--- src/rtl/calc_config.svh ---
//------------------
// Calc config
// Sizing of the integer execution core
//------------------

`ifndef CALC_CONFIG_SVH
`define CALC_CONFIG_SVH

// Data path and register file
`define CALC_XLEN 32
`define CALC_REG_AW 5

// Completion registers between reservation and writeback
`define CALC_COMP_DEPTH 4

// Reservation register to multiply result, in cycles
`define CALC_MUL_LATENCY 3

`endif

--- src/rtl/calc_pkg.sv ---
//------------------
// Calc package
// Operation codes and the packets that move
// through the execution core
//------------------

`include "calc_config.svh"

package calc_pkg;

  typedef enum logic [3:0]
  {
    e_calc_add = 4'd0,
    e_calc_sub = 4'd1,
    e_calc_and = 4'd2,
    e_calc_or  = 4'd3,
    e_calc_xor = 4'd4,
    e_calc_sll = 4'd5,
    e_calc_srl = 4'd6,
    e_calc_slt = 4'd7,
    e_calc_mul = 4'd8
  } calc_op_e;

  // Issued instruction, rs1/rs2 as read from the register file
  typedef struct packed
  {
    logic                    v;
    logic                    poison;
    calc_op_e                op;
    logic [`CALC_REG_AW-1:0] rs1_addr;
    logic [`CALC_REG_AW-1:0] rs2_addr;
    logic [`CALC_REG_AW-1:0] rd_addr;
    logic                    rd_w_v;
    logic                    use_imm;
    logic [`CALC_XLEN-1:0]   rs1;
    logic [`CALC_XLEN-1:0]   rs2;
    logic [`CALC_XLEN-1:0]   imm;
  } calc_dispatch_pkt_s;

  typedef struct packed
  {
    logic                    w_v;
    logic [`CALC_REG_AW-1:0] rd_addr;
    logic [`CALC_XLEN-1:0]   rd_data;
  } calc_wb_pkt_s;

  typedef struct packed
  {
    logic                    v;
    logic [`CALC_REG_AW-1:0] rd_addr;
    logic [`CALC_XLEN-1:0]   rd_data;
  } calc_fwd_s;

endpackage

--- src/rtl/calc_alu.sv ---
//------------------
// Calc ALU
// Single-cycle integer unit for all
// non-multiply operations
//------------------

`timescale 1ns/1ps

`include "calc_config.svh"

module calc_alu
  (
    input  calc_pkg::calc_dispatch_pkt_s  reservation_i,
    output logic [`CALC_XLEN-1:0]         data_o,
    output logic                          v_o
  );

  logic [`CALC_XLEN-1:0] op1;
  logic [`CALC_XLEN-1:0] op2;
  logic [4:0]            shamt;

  assign op1   = reservation_i.rs1;
  assign op2   = reservation_i.use_imm ? reservation_i.imm : reservation_i.rs2;
  assign shamt = op2[4:0];

  always_comb
  begin
    case (reservation_i.op)
      calc_pkg::e_calc_add: data_o = op1 + op2;
      calc_pkg::e_calc_sub: data_o = op1 - op2;
      calc_pkg::e_calc_and: data_o = op1 & op2;
      calc_pkg::e_calc_or:  data_o = op1 | op2;
      calc_pkg::e_calc_xor: data_o = op1 ^ op2;
      calc_pkg::e_calc_sll: data_o = op1 << shamt;
      calc_pkg::e_calc_srl: data_o = op1 >> shamt;
      // Signed compare
      calc_pkg::e_calc_slt: data_o = {{(`CALC_XLEN-1){1'b0}}, $signed(op1) < $signed(op2)};
      default:              data_o = '0;
    endcase
  end

  assign v_o = reservation_i.v & (reservation_i.op != calc_pkg::e_calc_mul);

endmodule

--- src/rtl/calc_comp_pipe.sv ---
//------------------
// Calc completion pipe
// Carries write intent down to the integer
// writeback, merges results from the pipes,
// kills flushed work and feeds the bypass
//------------------

`timescale 1ns/1ps

`include "calc_config.svh"

module calc_comp_pipe
  (
    input  logic                                        clk_i,
    input  logic                                        rst_n_i,
    input  calc_pkg::calc_dispatch_pkt_s                dispatch_pkt_i,
    input  logic                                        flush_i,
    input  logic [`CALC_XLEN-1:0]                       alu_data_i,
    input  logic                                        alu_v_i,
    input  logic [`CALC_XLEN-1:0]                       mul_data_i,
    input  logic                                        mul_v_i,
    output calc_pkg::calc_fwd_s [`CALC_COMP_DEPTH-1:0]  fwd_o,
    output calc_pkg::calc_wb_pkt_s                      iwb_pkt_o
  );

  localparam int depth_lp     = `CALC_COMP_DEPTH;
  localparam int alu_stage_lp = 1;
  localparam int mul_stage_lp = `CALC_MUL_LATENCY;
  // Stages still killable by a flush
  localparam int kill_els_lp  = 3;

  calc_pkg::calc_wb_pkt_s [depth_lp:0]    comp_stage_n;
  calc_pkg::calc_wb_pkt_s [depth_lp-1:0]  comp_stage_r;
  logic [kill_els_lp-1:0]                 poison_n;
  logic [kill_els_lp-2:0]                 poison_r;

  always_comb
  begin
    poison_n[0] = dispatch_pkt_i.poison | flush_i;
    for (int i = 1; i < kill_els_lp; i++)
    begin
      poison_n[i] = poison_r[i-1] | flush_i;
    end
  end

  always_comb
  begin
    comp_stage_n[0].w_v     = dispatch_pkt_i.v & dispatch_pkt_i.rd_w_v;
    comp_stage_n[0].rd_addr = dispatch_pkt_i.rd_addr;
    comp_stage_n[0].rd_data = '0;
    for (int i = 1; i <= depth_lp; i++)
    begin
      comp_stage_n[i] = comp_stage_r[i-1];
    end

    // Static latencies, so at most one pipe finishes per stage
    if (alu_v_i)
    begin
      comp_stage_n[alu_stage_lp].rd_data = alu_data_i;
    end
    if (mul_v_i)
    begin
      comp_stage_n[mul_stage_lp].rd_data = mul_data_i;
    end

    for (int i = 0; i < kill_els_lp; i++)
    begin
      comp_stage_n[i].w_v = comp_stage_n[i].w_v & ~poison_n[i];
    end
  end

  always_ff @(posedge clk_i)
  begin
    comp_stage_r <= comp_stage_n[depth_lp-1:0];
    if (!rst_n_i)
    begin
      poison_r <= '0;
      for (int i = 0; i < depth_lp; i++)
      begin
        comp_stage_r[i].w_v <= 1'b0;
      end
    end
    else
    begin
      poison_r <= poison_n[kill_els_lp-2:0];
    end
  end

  // Next-state view, so a result is visible in the cycle it is produced
  always_comb
  begin
    for (int i = 1; i <= depth_lp; i++)
    begin
      fwd_o[i-1].v       = comp_stage_n[i].w_v;
      fwd_o[i-1].rd_addr = comp_stage_n[i].rd_addr;
      fwd_o[i-1].rd_data = comp_stage_n[i].rd_data;
    end
  end

  assign iwb_pkt_o = comp_stage_r[depth_lp-1];

endmodule

--- src/rtl/calc_pipe_mul.sv ---
//------------------
// Calc multiply pipe
// Pipelined integer multiply, low half
// of the product
//------------------

`timescale 1ns/1ps

`include "calc_config.svh"

module calc_pipe_mul
  (
    input  logic                          clk_i,
    input  logic                          rst_n_i,
    input  calc_pkg::calc_dispatch_pkt_s  reservation_i,
    output logic [`CALC_XLEN-1:0]         data_o,
    output logic                          v_o
  );

  // Reservation register counts as the first cycle
  localparam int stages_lp = `CALC_MUL_LATENCY - 1;

  logic [`CALC_XLEN-1:0]                  op2;
  logic [`CALC_XLEN-1:0]                  product;
  logic                                   v_n;
  logic [stages_lp-1:0][`CALC_XLEN-1:0]   data_r;
  logic [stages_lp-1:0]                   v_r;

  assign op2     = reservation_i.use_imm ? reservation_i.imm : reservation_i.rs2;
  assign product = reservation_i.rs1 * op2;
  assign v_n     = reservation_i.v & ~reservation_i.poison
                   & (reservation_i.op == calc_pkg::e_calc_mul);

  always_ff @(posedge clk_i)
  begin
    data_r[0] <= product;
    for (int i = 1; i < stages_lp; i++)
    begin
      data_r[i] <= data_r[i-1];
    end
  end

  // One bit per multiply in flight
  always_ff @(posedge clk_i)
  begin
    if (!rst_n_i)
    begin
      v_r <= '0;
    end
    else
    begin
      v_r[0] <= v_n;
      for (int i = 1; i < stages_lp; i++)
      begin
        v_r[i] <= v_r[i-1];
      end
    end
  end

  assign data_o = data_r[stages_lp-1];
  assign v_o    = v_r[stages_lp-1];

endmodule

--- src/rtl/calc_reservation.sv ---
//------------------
// Calc reservation
// Operand bypass from the completion pipe
// and the reservation register feeding
// the execution pipes
//------------------

`timescale 1ns/1ps

`include "calc_config.svh"

module calc_reservation
  (
    input  logic                                           clk_i,
    input  calc_pkg::calc_dispatch_pkt_s                   dispatch_pkt_i,
    input  logic                                           flush_i,
    input  calc_pkg::calc_fwd_s [`CALC_COMP_DEPTH-1:0]     fwd_i,
    output calc_pkg::calc_dispatch_pkt_s                   reservation_o
  );

  calc_pkg::calc_dispatch_pkt_s reservation_n;
  calc_pkg::calc_dispatch_pkt_s reservation_r;

  // Slot 0 is the youngest, so it is checked last and wins
  function automatic logic [`CALC_XLEN-1:0] bypass
    (
      input logic [`CALC_REG_AW-1:0]                     addr,
      input logic [`CALC_XLEN-1:0]                       rf_data,
      input calc_pkg::calc_fwd_s [`CALC_COMP_DEPTH-1:0]  fwd
    );
    logic [`CALC_XLEN-1:0] data;
    data = rf_data;
    for (int i = `CALC_COMP_DEPTH-1; i >= 0; i--)
    begin
      if (fwd[i].v && (fwd[i].rd_addr == addr))
      begin
        data = fwd[i].rd_data;
      end
    end
    // x0 is hardwired
    if (addr == '0)
    begin
      data = '0;
    end
    return data;
  endfunction

  always_comb
  begin
    reservation_n        = dispatch_pkt_i;
    reservation_n.poison = dispatch_pkt_i.poison | flush_i;
    reservation_n.rs1    = bypass(dispatch_pkt_i.rs1_addr, dispatch_pkt_i.rs1, fwd_i);
    reservation_n.rs2    = bypass(dispatch_pkt_i.rs2_addr, dispatch_pkt_i.rs2, fwd_i);
  end

  always_ff @(posedge clk_i)
  begin
    reservation_r <= reservation_n;
  end

  assign reservation_o = reservation_r;

endmodule

--- src/rtl/calc_top.sv ---
//------------------
// Calc top
// Integer execution core: bypass and
// reservation, ALU, multiplier and the
// completion pipe to writeback
//------------------

`timescale 1ns/1ps

`include "calc_config.svh"

module calc_top
  (
    input  logic                          clk_i,
    input  logic                          rst_n_i,
    input  calc_pkg::calc_dispatch_pkt_s  dispatch_pkt_i,
    input  logic                          flush_i,
    output calc_pkg::calc_wb_pkt_s        iwb_pkt_o
  );

  calc_pkg::calc_dispatch_pkt_s                reservation;
  calc_pkg::calc_fwd_s [`CALC_COMP_DEPTH-1:0]  fwd;
  logic [`CALC_XLEN-1:0]                       alu_data;
  logic                                        alu_v;
  logic [`CALC_XLEN-1:0]                       mul_data;
  logic                                        mul_v;

  calc_reservation u_reservation
  (
    .clk_i          (clk_i),
    .dispatch_pkt_i (dispatch_pkt_i),
    .flush_i        (flush_i),
    .fwd_i          (fwd),
    .reservation_o  (reservation)
  );

  calc_alu u_alu
  (
    .reservation_i (reservation),
    .data_o        (alu_data),
    .v_o           (alu_v)
  );

  calc_pipe_mul u_pipe_mul
  (
    .clk_i         (clk_i),
    .rst_n_i       (rst_n_i),
    .reservation_i (reservation),
    .data_o        (mul_data),
    .v_o           (mul_v)
  );

  // Stage 0 starts from the raw dispatch packet
  calc_comp_pipe u_comp_pipe
  (
    .clk_i          (clk_i),
    .rst_n_i        (rst_n_i),
    .dispatch_pkt_i (dispatch_pkt_i),
    .flush_i        (flush_i),
    .alu_data_i     (alu_data),
    .alu_v_i        (alu_v),
    .mul_data_i     (mul_data),
    .mul_v_i        (mul_v),
    .fwd_o          (fwd),
    .iwb_pkt_o      (iwb_pkt_o)
  );

endmodule

--- config.mk ---
export PLATFORM = sky130hd
export DESIGN_NAME = calc_top
export DESIGN_NICKNAME = d
export VERILOG_FILES = /design/src/rtl/calc_pkg.sv /design/src/rtl/calc_alu.sv /design/src/rtl/calc_comp_pipe.sv /design/src/rtl/calc_pipe_mul.sv /design/src/rtl/calc_reservation.sv /design/src/rtl/calc_top.sv
export VERILOG_INCLUDE_DIRS = /design/src /design/src/rtl
export SDC_FILE = /design/constraint.sdc
export NUM_CORES = 2
export LEC_CHECK = 0
export BUFFER_PORTS_ARGS = -buffer_cell sky130_fd_sc_hd__buf_2
export CAP_MARGIN = 20
export CORE_ASPECT_RATIO = 0.75
export CORE_MARGIN = 4
export CORE_UTILIZATION = 35
export CTS_BUF_LIST = sky130_fd_sc_hd__clkbuf_16
export CTS_CLUSTER_DIAMETER = 80
export DETAILED_ROUTE_END_ITERATION = 8
export SLEW_MARGIN = 20
export SYNTH_ARGS = -nofsm -noshare
export SYNTH_HDL_FRONTEND = slang
export SYNTH_SLANG_ARGS = --single-unit
--- constraint.sdc ---
create_clock -name clk_i -period 14.7 [get_ports clk_i]
set_clock_uncertainty 0.05 [all_clocks]
set_input_delay 0.735 -clock clk_i [delete_from_list [all_inputs] [get_ports clk_i]]
set_output_delay 0.735 -clock clk_i [all_outputs]
set_load 0.1 [all_outputs]
[Word-level counts from Yosys, hierarchy flattened]
Index checks and enable logic that the tools add are counted.
Operators by class
  reduce and logical (&&, ||, !) cells: 11
  equality and inequality tests: 17
  muxes and demuxes: 12
  order comparisons: 1
  multiply operators: 1
  bitwise operators: 17
  shift-type cells: 2
  add/subtract/negate cells: 2
Operators by type and width (count)
  32-bit 2-to-1 mux: 11
  32-bit one-hot mux with 8 select lines: 1
  5-bit equality test: 8
  32-bit adder: 1
  32-bit AND: 1
  32-bit < comparator: 1
  32-bit by 32-bit multiplier with 32-bit output: 1
  32-bit bitwise OR: 1
  32-bit by 5-bit << shifter with 32-bit output: 1
  32-bit by 5-bit >> shifter with 32-bit output: 1
  32-bit subtractor: 1
  32-bit bitwise XOR: 1
  4-bit by 3-bit equality test with 1-bit output (second input constant): 4
  5-bit zero test: 2
  4-bit by 2-bit equality test with 1-bit output (second input constant): 2
  1-bit logical AND: 8
  1-bit AND: 7
  4-bit by 1-bit equality test with 1-bit output (second input constant): 1
  4-bit equality test (second input constant): 1
  4-bit zero test: 1
  4-bit != test (second input constant): 1
  1-bit NOT: 4
  1-bit bitwise OR: 3
Storage, ports and cells
  input port bits: 122
  register bits: 291

[Depth between registers and ports, before layout]
  depth after elaboration: 6
  depth in mapped cells: 32
  depth with buffers taken out: 26

[By module]
From an unflattened synthesis, not the netlist that was laid out.
Unflattened totals
  cells, all modules: 4253
  area total of the unflattened synthesis: 37332.1 µm²
By module, submodules not included
  calc_pipe_mul: cells each 1836, instances 1, sequential area each 1321.3 µm², area an instance 17805.8 µm²
  calc_alu: cells each 1301, instances 1, sequential area each 0.0 µm², area an instance 8775.9 µm²
  calc_reservation: cells each 724, instances 1, sequential area each 2382.3 µm², area an instance 6067.1 µm²
  calc_comp_pipe: cells each 392, instances 1, sequential area each 2442.3 µm², area an instance 4683.2 µm²

[Worst setup path before layout]
Ideal clock, no wire load.
  kind: flip-flop to flip-flop
  start point: register u_reservation.reservation_r, in the netlist u_reservation.reservation_o[96]
  end point: register u_pipe_mul.data_r[31] (netlist bit)
  cell stages (with the launch flop): 28
  arrival time: 7763 ps
  path buffers: 5
  clock period less this slack: 7934 ps
  path slack: 6766 ps
  cells stage by stage: dfxtp_1 > buf_2 > buf_2 > mux2i_1 > clkbuf_1 > buf_1 > buf_1 > nor2_1 > fa_1 > inv_1 > fa_1 > fa_1 > fa_1 > inv_1 > fa_1 > ha_1 > fa_1 > fa_1 > ha_1 > a21o_1 > a21o_1 > a21oi_1 > a2bb2oi_1 > o31ai_1 > o21ai_0 > a21oi_1 > a311o_1 > xnor2_1
On the way
  longest elaborated chain between the ends: 2
RTL lines
  start: declaration: RTL line calc_reservation.sv:22  | calc_pkg::calc_dispatch_pkt_s reservation_r;
  start signal: assignment: RTL line calc_reservation.sv:58  | reservation_r <= reservation_n;
  32-bit 2-to-1 mux: RTL line calc_pipe_mul.sv:29  | assign op2 = reservation_i.use_imm ? reservation_i.imm : reservation_i.rs2;
  32-bit by 32-bit multiplier with 32-bit output: RTL line calc_pipe_mul.sv:30  | assign product = reservation_i.rs1 * op2;
  via u_pipe_mul.product[31]: RTL line calc_pipe_mul.sv:24  | logic [`CALC_XLEN-1:0] product;
  end signal: indexed assignment: RTL line calc_pipe_mul.sv:39  | data_r[i] <= data_r[i-1];
  end: declaration: RTL line calc_pipe_mul.sv:26  | logic [stages_lp-1:0][`CALC_XLEN-1:0] data_r;
The timed path passes the listed nets, and every way through them passes these cells.
A chain may end at the register's enable or synchronous reset.

[Worst setup path after layout]
Ends and elaborated chain as after synthesis.

==> flow_metrics.py <==
metrics = {
    "status": {
        "status": "finished clean",
    },
    "global_routing": {
        "grt_max_degree": 65,
        "grt_pass1_wl_um": 206000,
        "track_usage": 0.283,
        "grt_pass1_vias": 28500,
        "overflow": 0,
        "antenna_found_initial": 10,
    },
    "critical_path": {
        "crit_top_cell": "fa_1",
        "worst-setup-path-type": "reg2reg",
        "cp_max_fo": 38,
        "setup.worst_path.end_class": "flip-flop",
        "r2r_end": "u_pipe_mul.data_r[31]",
        "critPathSlowestCell": "o31ai_1",
        "cp.depth": 25,
        "worst-path-buf-inv": 6,
        "start_kind": "flip-flop",
        "reg2regPathDepth": 25,
        "crit_family": "adder cells",
        "worst-endpoint-arrival_ps": 9700,
        "slowest_delay_ps": 860,
        "required_ps": 15140,
        "regToRegStartpoint": "u_reservation.reservation_o[96]",
        "r2r_slack_ps": 5450,
    },
    "yosys": {
        "synth_edf_count": 0,
        "synth-seq-cells": 291,
        "netlist_area_um2": 32800,
        "syn_inst": 3848,
        "avgSynthCellArea_um2": 8.52,
        "synthArstFlopShare": 0,
        "yosysSeqAreaShare": 0.178,
        "synth_top_flop_cell": "dfxtp_1",
        "syn_nets": 4600,
        "yosysUniqueCellTypes": 92,
        "yosys_warnings": 0,
    },
    "timing": {
        "finalHoldViolCount": 0,
        "period_minus_slack_ps": 9250,
        "tightest_slew_ps": 1270,
        "tns_ps": 0,
        "rsz0062_at_grt": "false",
        "finalMaxSlewViolations": 0,
        "max_freq_ghz": 0.108,
        "slew_headroom": 0.149,
        "setup_viol": 0,
        "finalCritPeriodShare": 0.629,
    },
    "cts": {
        "cts-root-buf": "clkbuf_16",
        "clock_sinks": 291,
        "clkSlewWorstSetupHoldPaths_ps": 70,
        "cts_setup_buffers": 0,
        "clock_latency_ps": 580,
        "tritoncts": "yes",
        "hold_buffers": 0,
        "cts.repair.resized": 0,
        "cts_buffers": 27,
        "htreeDepth": 1,
        "cts_max_path_buffers": 3,
    },
    "finish": {
        "layout_commonest_cell": "nor2_1",
        "drive_above_1_share": 0.104,
        "final_cell_mix": "nor2_1 (541), inv_1 (484), fa_1 (410)",
        "syn2layout_area_growth_pct": 9.01,
        "nets": 4618,
    },
    "placed_design": {
        "numPortBuffers": 159,
        "dp_hpwl_um": 110000,
        "gp_congestion": 1.03,
    },
    "routing": {
        "routed_via_density": 5.76,
        "drcViolationCount": 0,
        "avgRoutedWirePerCell_um": 27.8,
        "postRouteAntennaNets": 0,
        "routed_wl_um": 142000,
        "drtPass1Iterations": 5,
        "via_count": 29500,
        "drtIter0Drc": 3823,
    },
    "hold_path": {
        "min_to": "u_comp_pipe.fwd_o[33]",
        "holdPathStages": 1,
        "min_from": "dispatch_pkt_i[99]",
        "hp-class": "in2reg",
    },
    "floorplan": {
        "dieArea_um2": 98600,
        "die-height_um": 273,
        "pin_count": 160,
        "rows": 96,
        "fp.coreArea_um2": 92100,
        "start_util": 0.356,
        "die_w_um": 361,
    },
    "run": {
        "drv_cap": 0,
    },
}
==> cell usage after synthesis, types with 6 or more instances <==
| master | number | share of area |
|---|---|---|
| a21o_1 | 31 | 0.0071 |
| xnor2_1 | 104 | 0.028 |
| a21boi_0 | 8 | 0.0018 |
| or2_2 | 11 | 0.0021 |
| nand2_1 | 373 | 0.043 |
| nor2_1 | 542 | 0.062 |
| fa_1 | 410 | 0.25 |
| mux2i_1 | 188 | 0.057 |
| buf_4 | 41 | 0.0094 |
| nor4_1 | 10 | 0.0019 |
| xor2_1 | 35 | 0.0094 |
| buf_1 | 26 | 0.0030 |
| a31oi_1 | 28 | 0.0053 |
| nor2b_1 | 15 | 0.0029 |
| a211o_1 | 8 | 0.0021 |
| mux2_2 | 39 | 0.013 |
| o2111ai_1 | 6 | 0.0016 |
| nand3_1 | 37 | 0.0057 |
| o22ai_1 | 19 | 0.0036 |
| nand2b_1 | 12 | 0.0023 |
| o21a_1 | 11 | 0.0025 |
| o21ai_0 | 105 | 0.016 |
| inv_1 | 479 | 0.055 |
| dfxtp_1 | 291 | 0.18 |
| and3_1 | 14 | 0.0027 |
| clkbuf_1 | 175 | 0.020 |
| buf_2 | 25 | 0.0038 |
| a211oi_1 | 161 | 0.037 |
| nor3b_1 | 8 | 0.0018 |
| a221o_1 | 10 | 0.0031 |
| inv_2 | 9 | 0.0010 |
| and2_1 | 16 | 0.0031 |
| a21oi_1 | 117 | 0.018 |
| ha_1 | 220 | 0.084 |
| a221oi_1 | 20 | 0.0053 |
| o31ai_1 | 12 | 0.0027 |
| nand4_1 | 12 | 0.0023 |
| o211ai_1 | 34 | 0.0078 |
| nor3_1 | 43 | 0.0066 |
| a22oi_1 | 16 | 0.0037 |
| clkinv_1 | 8 | 0.00092 |
| or3_1 | 8 | 0.0015 |
| o221ai_1 | 17 | 0.0045 |
==> worst max-delay path by stage <==
stage / start / to / slack [ps]
after floorplan: u_reservation.reservation_o[96] / u_pipe_mul.data_r[31] / 6770
after global placement: u_reservation.reservation_o[96] / u_pipe_mul.data_r[31] / 5850
after detailed placement: u_reservation.reservation_o[96] / u_pipe_mul.data_r[31] / 5810
after CTS: u_reservation.reservation_o[96] / u_pipe_mul.data_r[31] / 5730
after global routing: u_reservation.reservation_o[96] / u_pipe_mul.data_r[31] / 5210
final: u_reservation.reservation_o[96] / u_pipe_mul.data_r[31] / 5450
==> metrics by stage <==
| step | setup slack (ps) | utilization | cell area, µm² | hold slack, ps | std cells |
|---|---|---|---|---|---|
| after floorplan | 6770 | - | 32800 | 260 | 3848 |
| after global placement | 5850 | 0.378 | 34800 | 261 | 5062 |
| after detailed placement | 5810 | 0.378 | 34800 | 262 | 5062 |
| after CTS | 5730 | 0.387 | 35700 | 187 | 5111 |
| after global routing | 5210 | 0.388 | 35700 | 194 | 5111 |
| final | 5450 | 0.388 | 35700 | 201 | 5118 |
==> worst reg2reg max path: stages, from the launching register on <==
cell and delay, ps:
dfxtp_2 310, buf_4 580, nand2b_1 270, and2_2 400
buf_4 540, nor2_1 150, fa_1 570, inv_1 50
fa_1 500, fa_1 450, fa_1 570, inv_1 70
fa_1 500, inv_1 60, fa_1 530, inv_1 50
fa_1 510, fa_1 430, ha_1 360, and4_1 210
o21ai_0 110, o31ai_1 860, o21ai_0 380, a21oi_1 320
a311o_1 220, xnor2_1 140
==> cell families after synthesis <==
logic type | share of synthesized area
buffers and inverters | 0.0936
adders and majority gates | 0.334
and+or+nand+nor | 0.143
xor gates and xnor gates | 0.0372
DFF | 0.178
muxes | 0.0726
AOI/OAI and AO/OA | 0.141
==> flip-flops by register name, summed over array words and instances (netlist names) <==
name / flops
u_comp_pipe.poison_r: 2
u_comp_pipe.fwd_o: 86
u_pipe_mul.v_r: 2
u_pipe_mul.data_r: 32
u_comp_pipe.comp_stage_r: 34
u_reservation.reservation_o: 103
u_pipe_mul.data_o: 32
==> layout make-up <==
class / instances / area [µm²]
Antenna cell: 7 / 17.5
Clock buffer: 27 / 676
Clock inverter: 22 / 223
Fill cell: 9368 / 56400
Inverter: 496 / 1860
Multi-Input combinational cell: 2792 / 24000
Sequential cell: 291 / 5830
Tap cell: 1225 / 1530
Timing Repair Buffer: 258 / 1540
==> layer usage <==
metal	global-route usage	vias to the layer above	part of all wire
met3	0.107	245	0.14
met1	0.431	14700	0.45
li1	-	12700	-
met4	0.0664	6	0.029
met2	0.370	1826	0.38
met5	0	-	0.00028
Power is not shown: default switching activity piles up to over one toggle a cycle in this logic, so the estimate is an artifact.
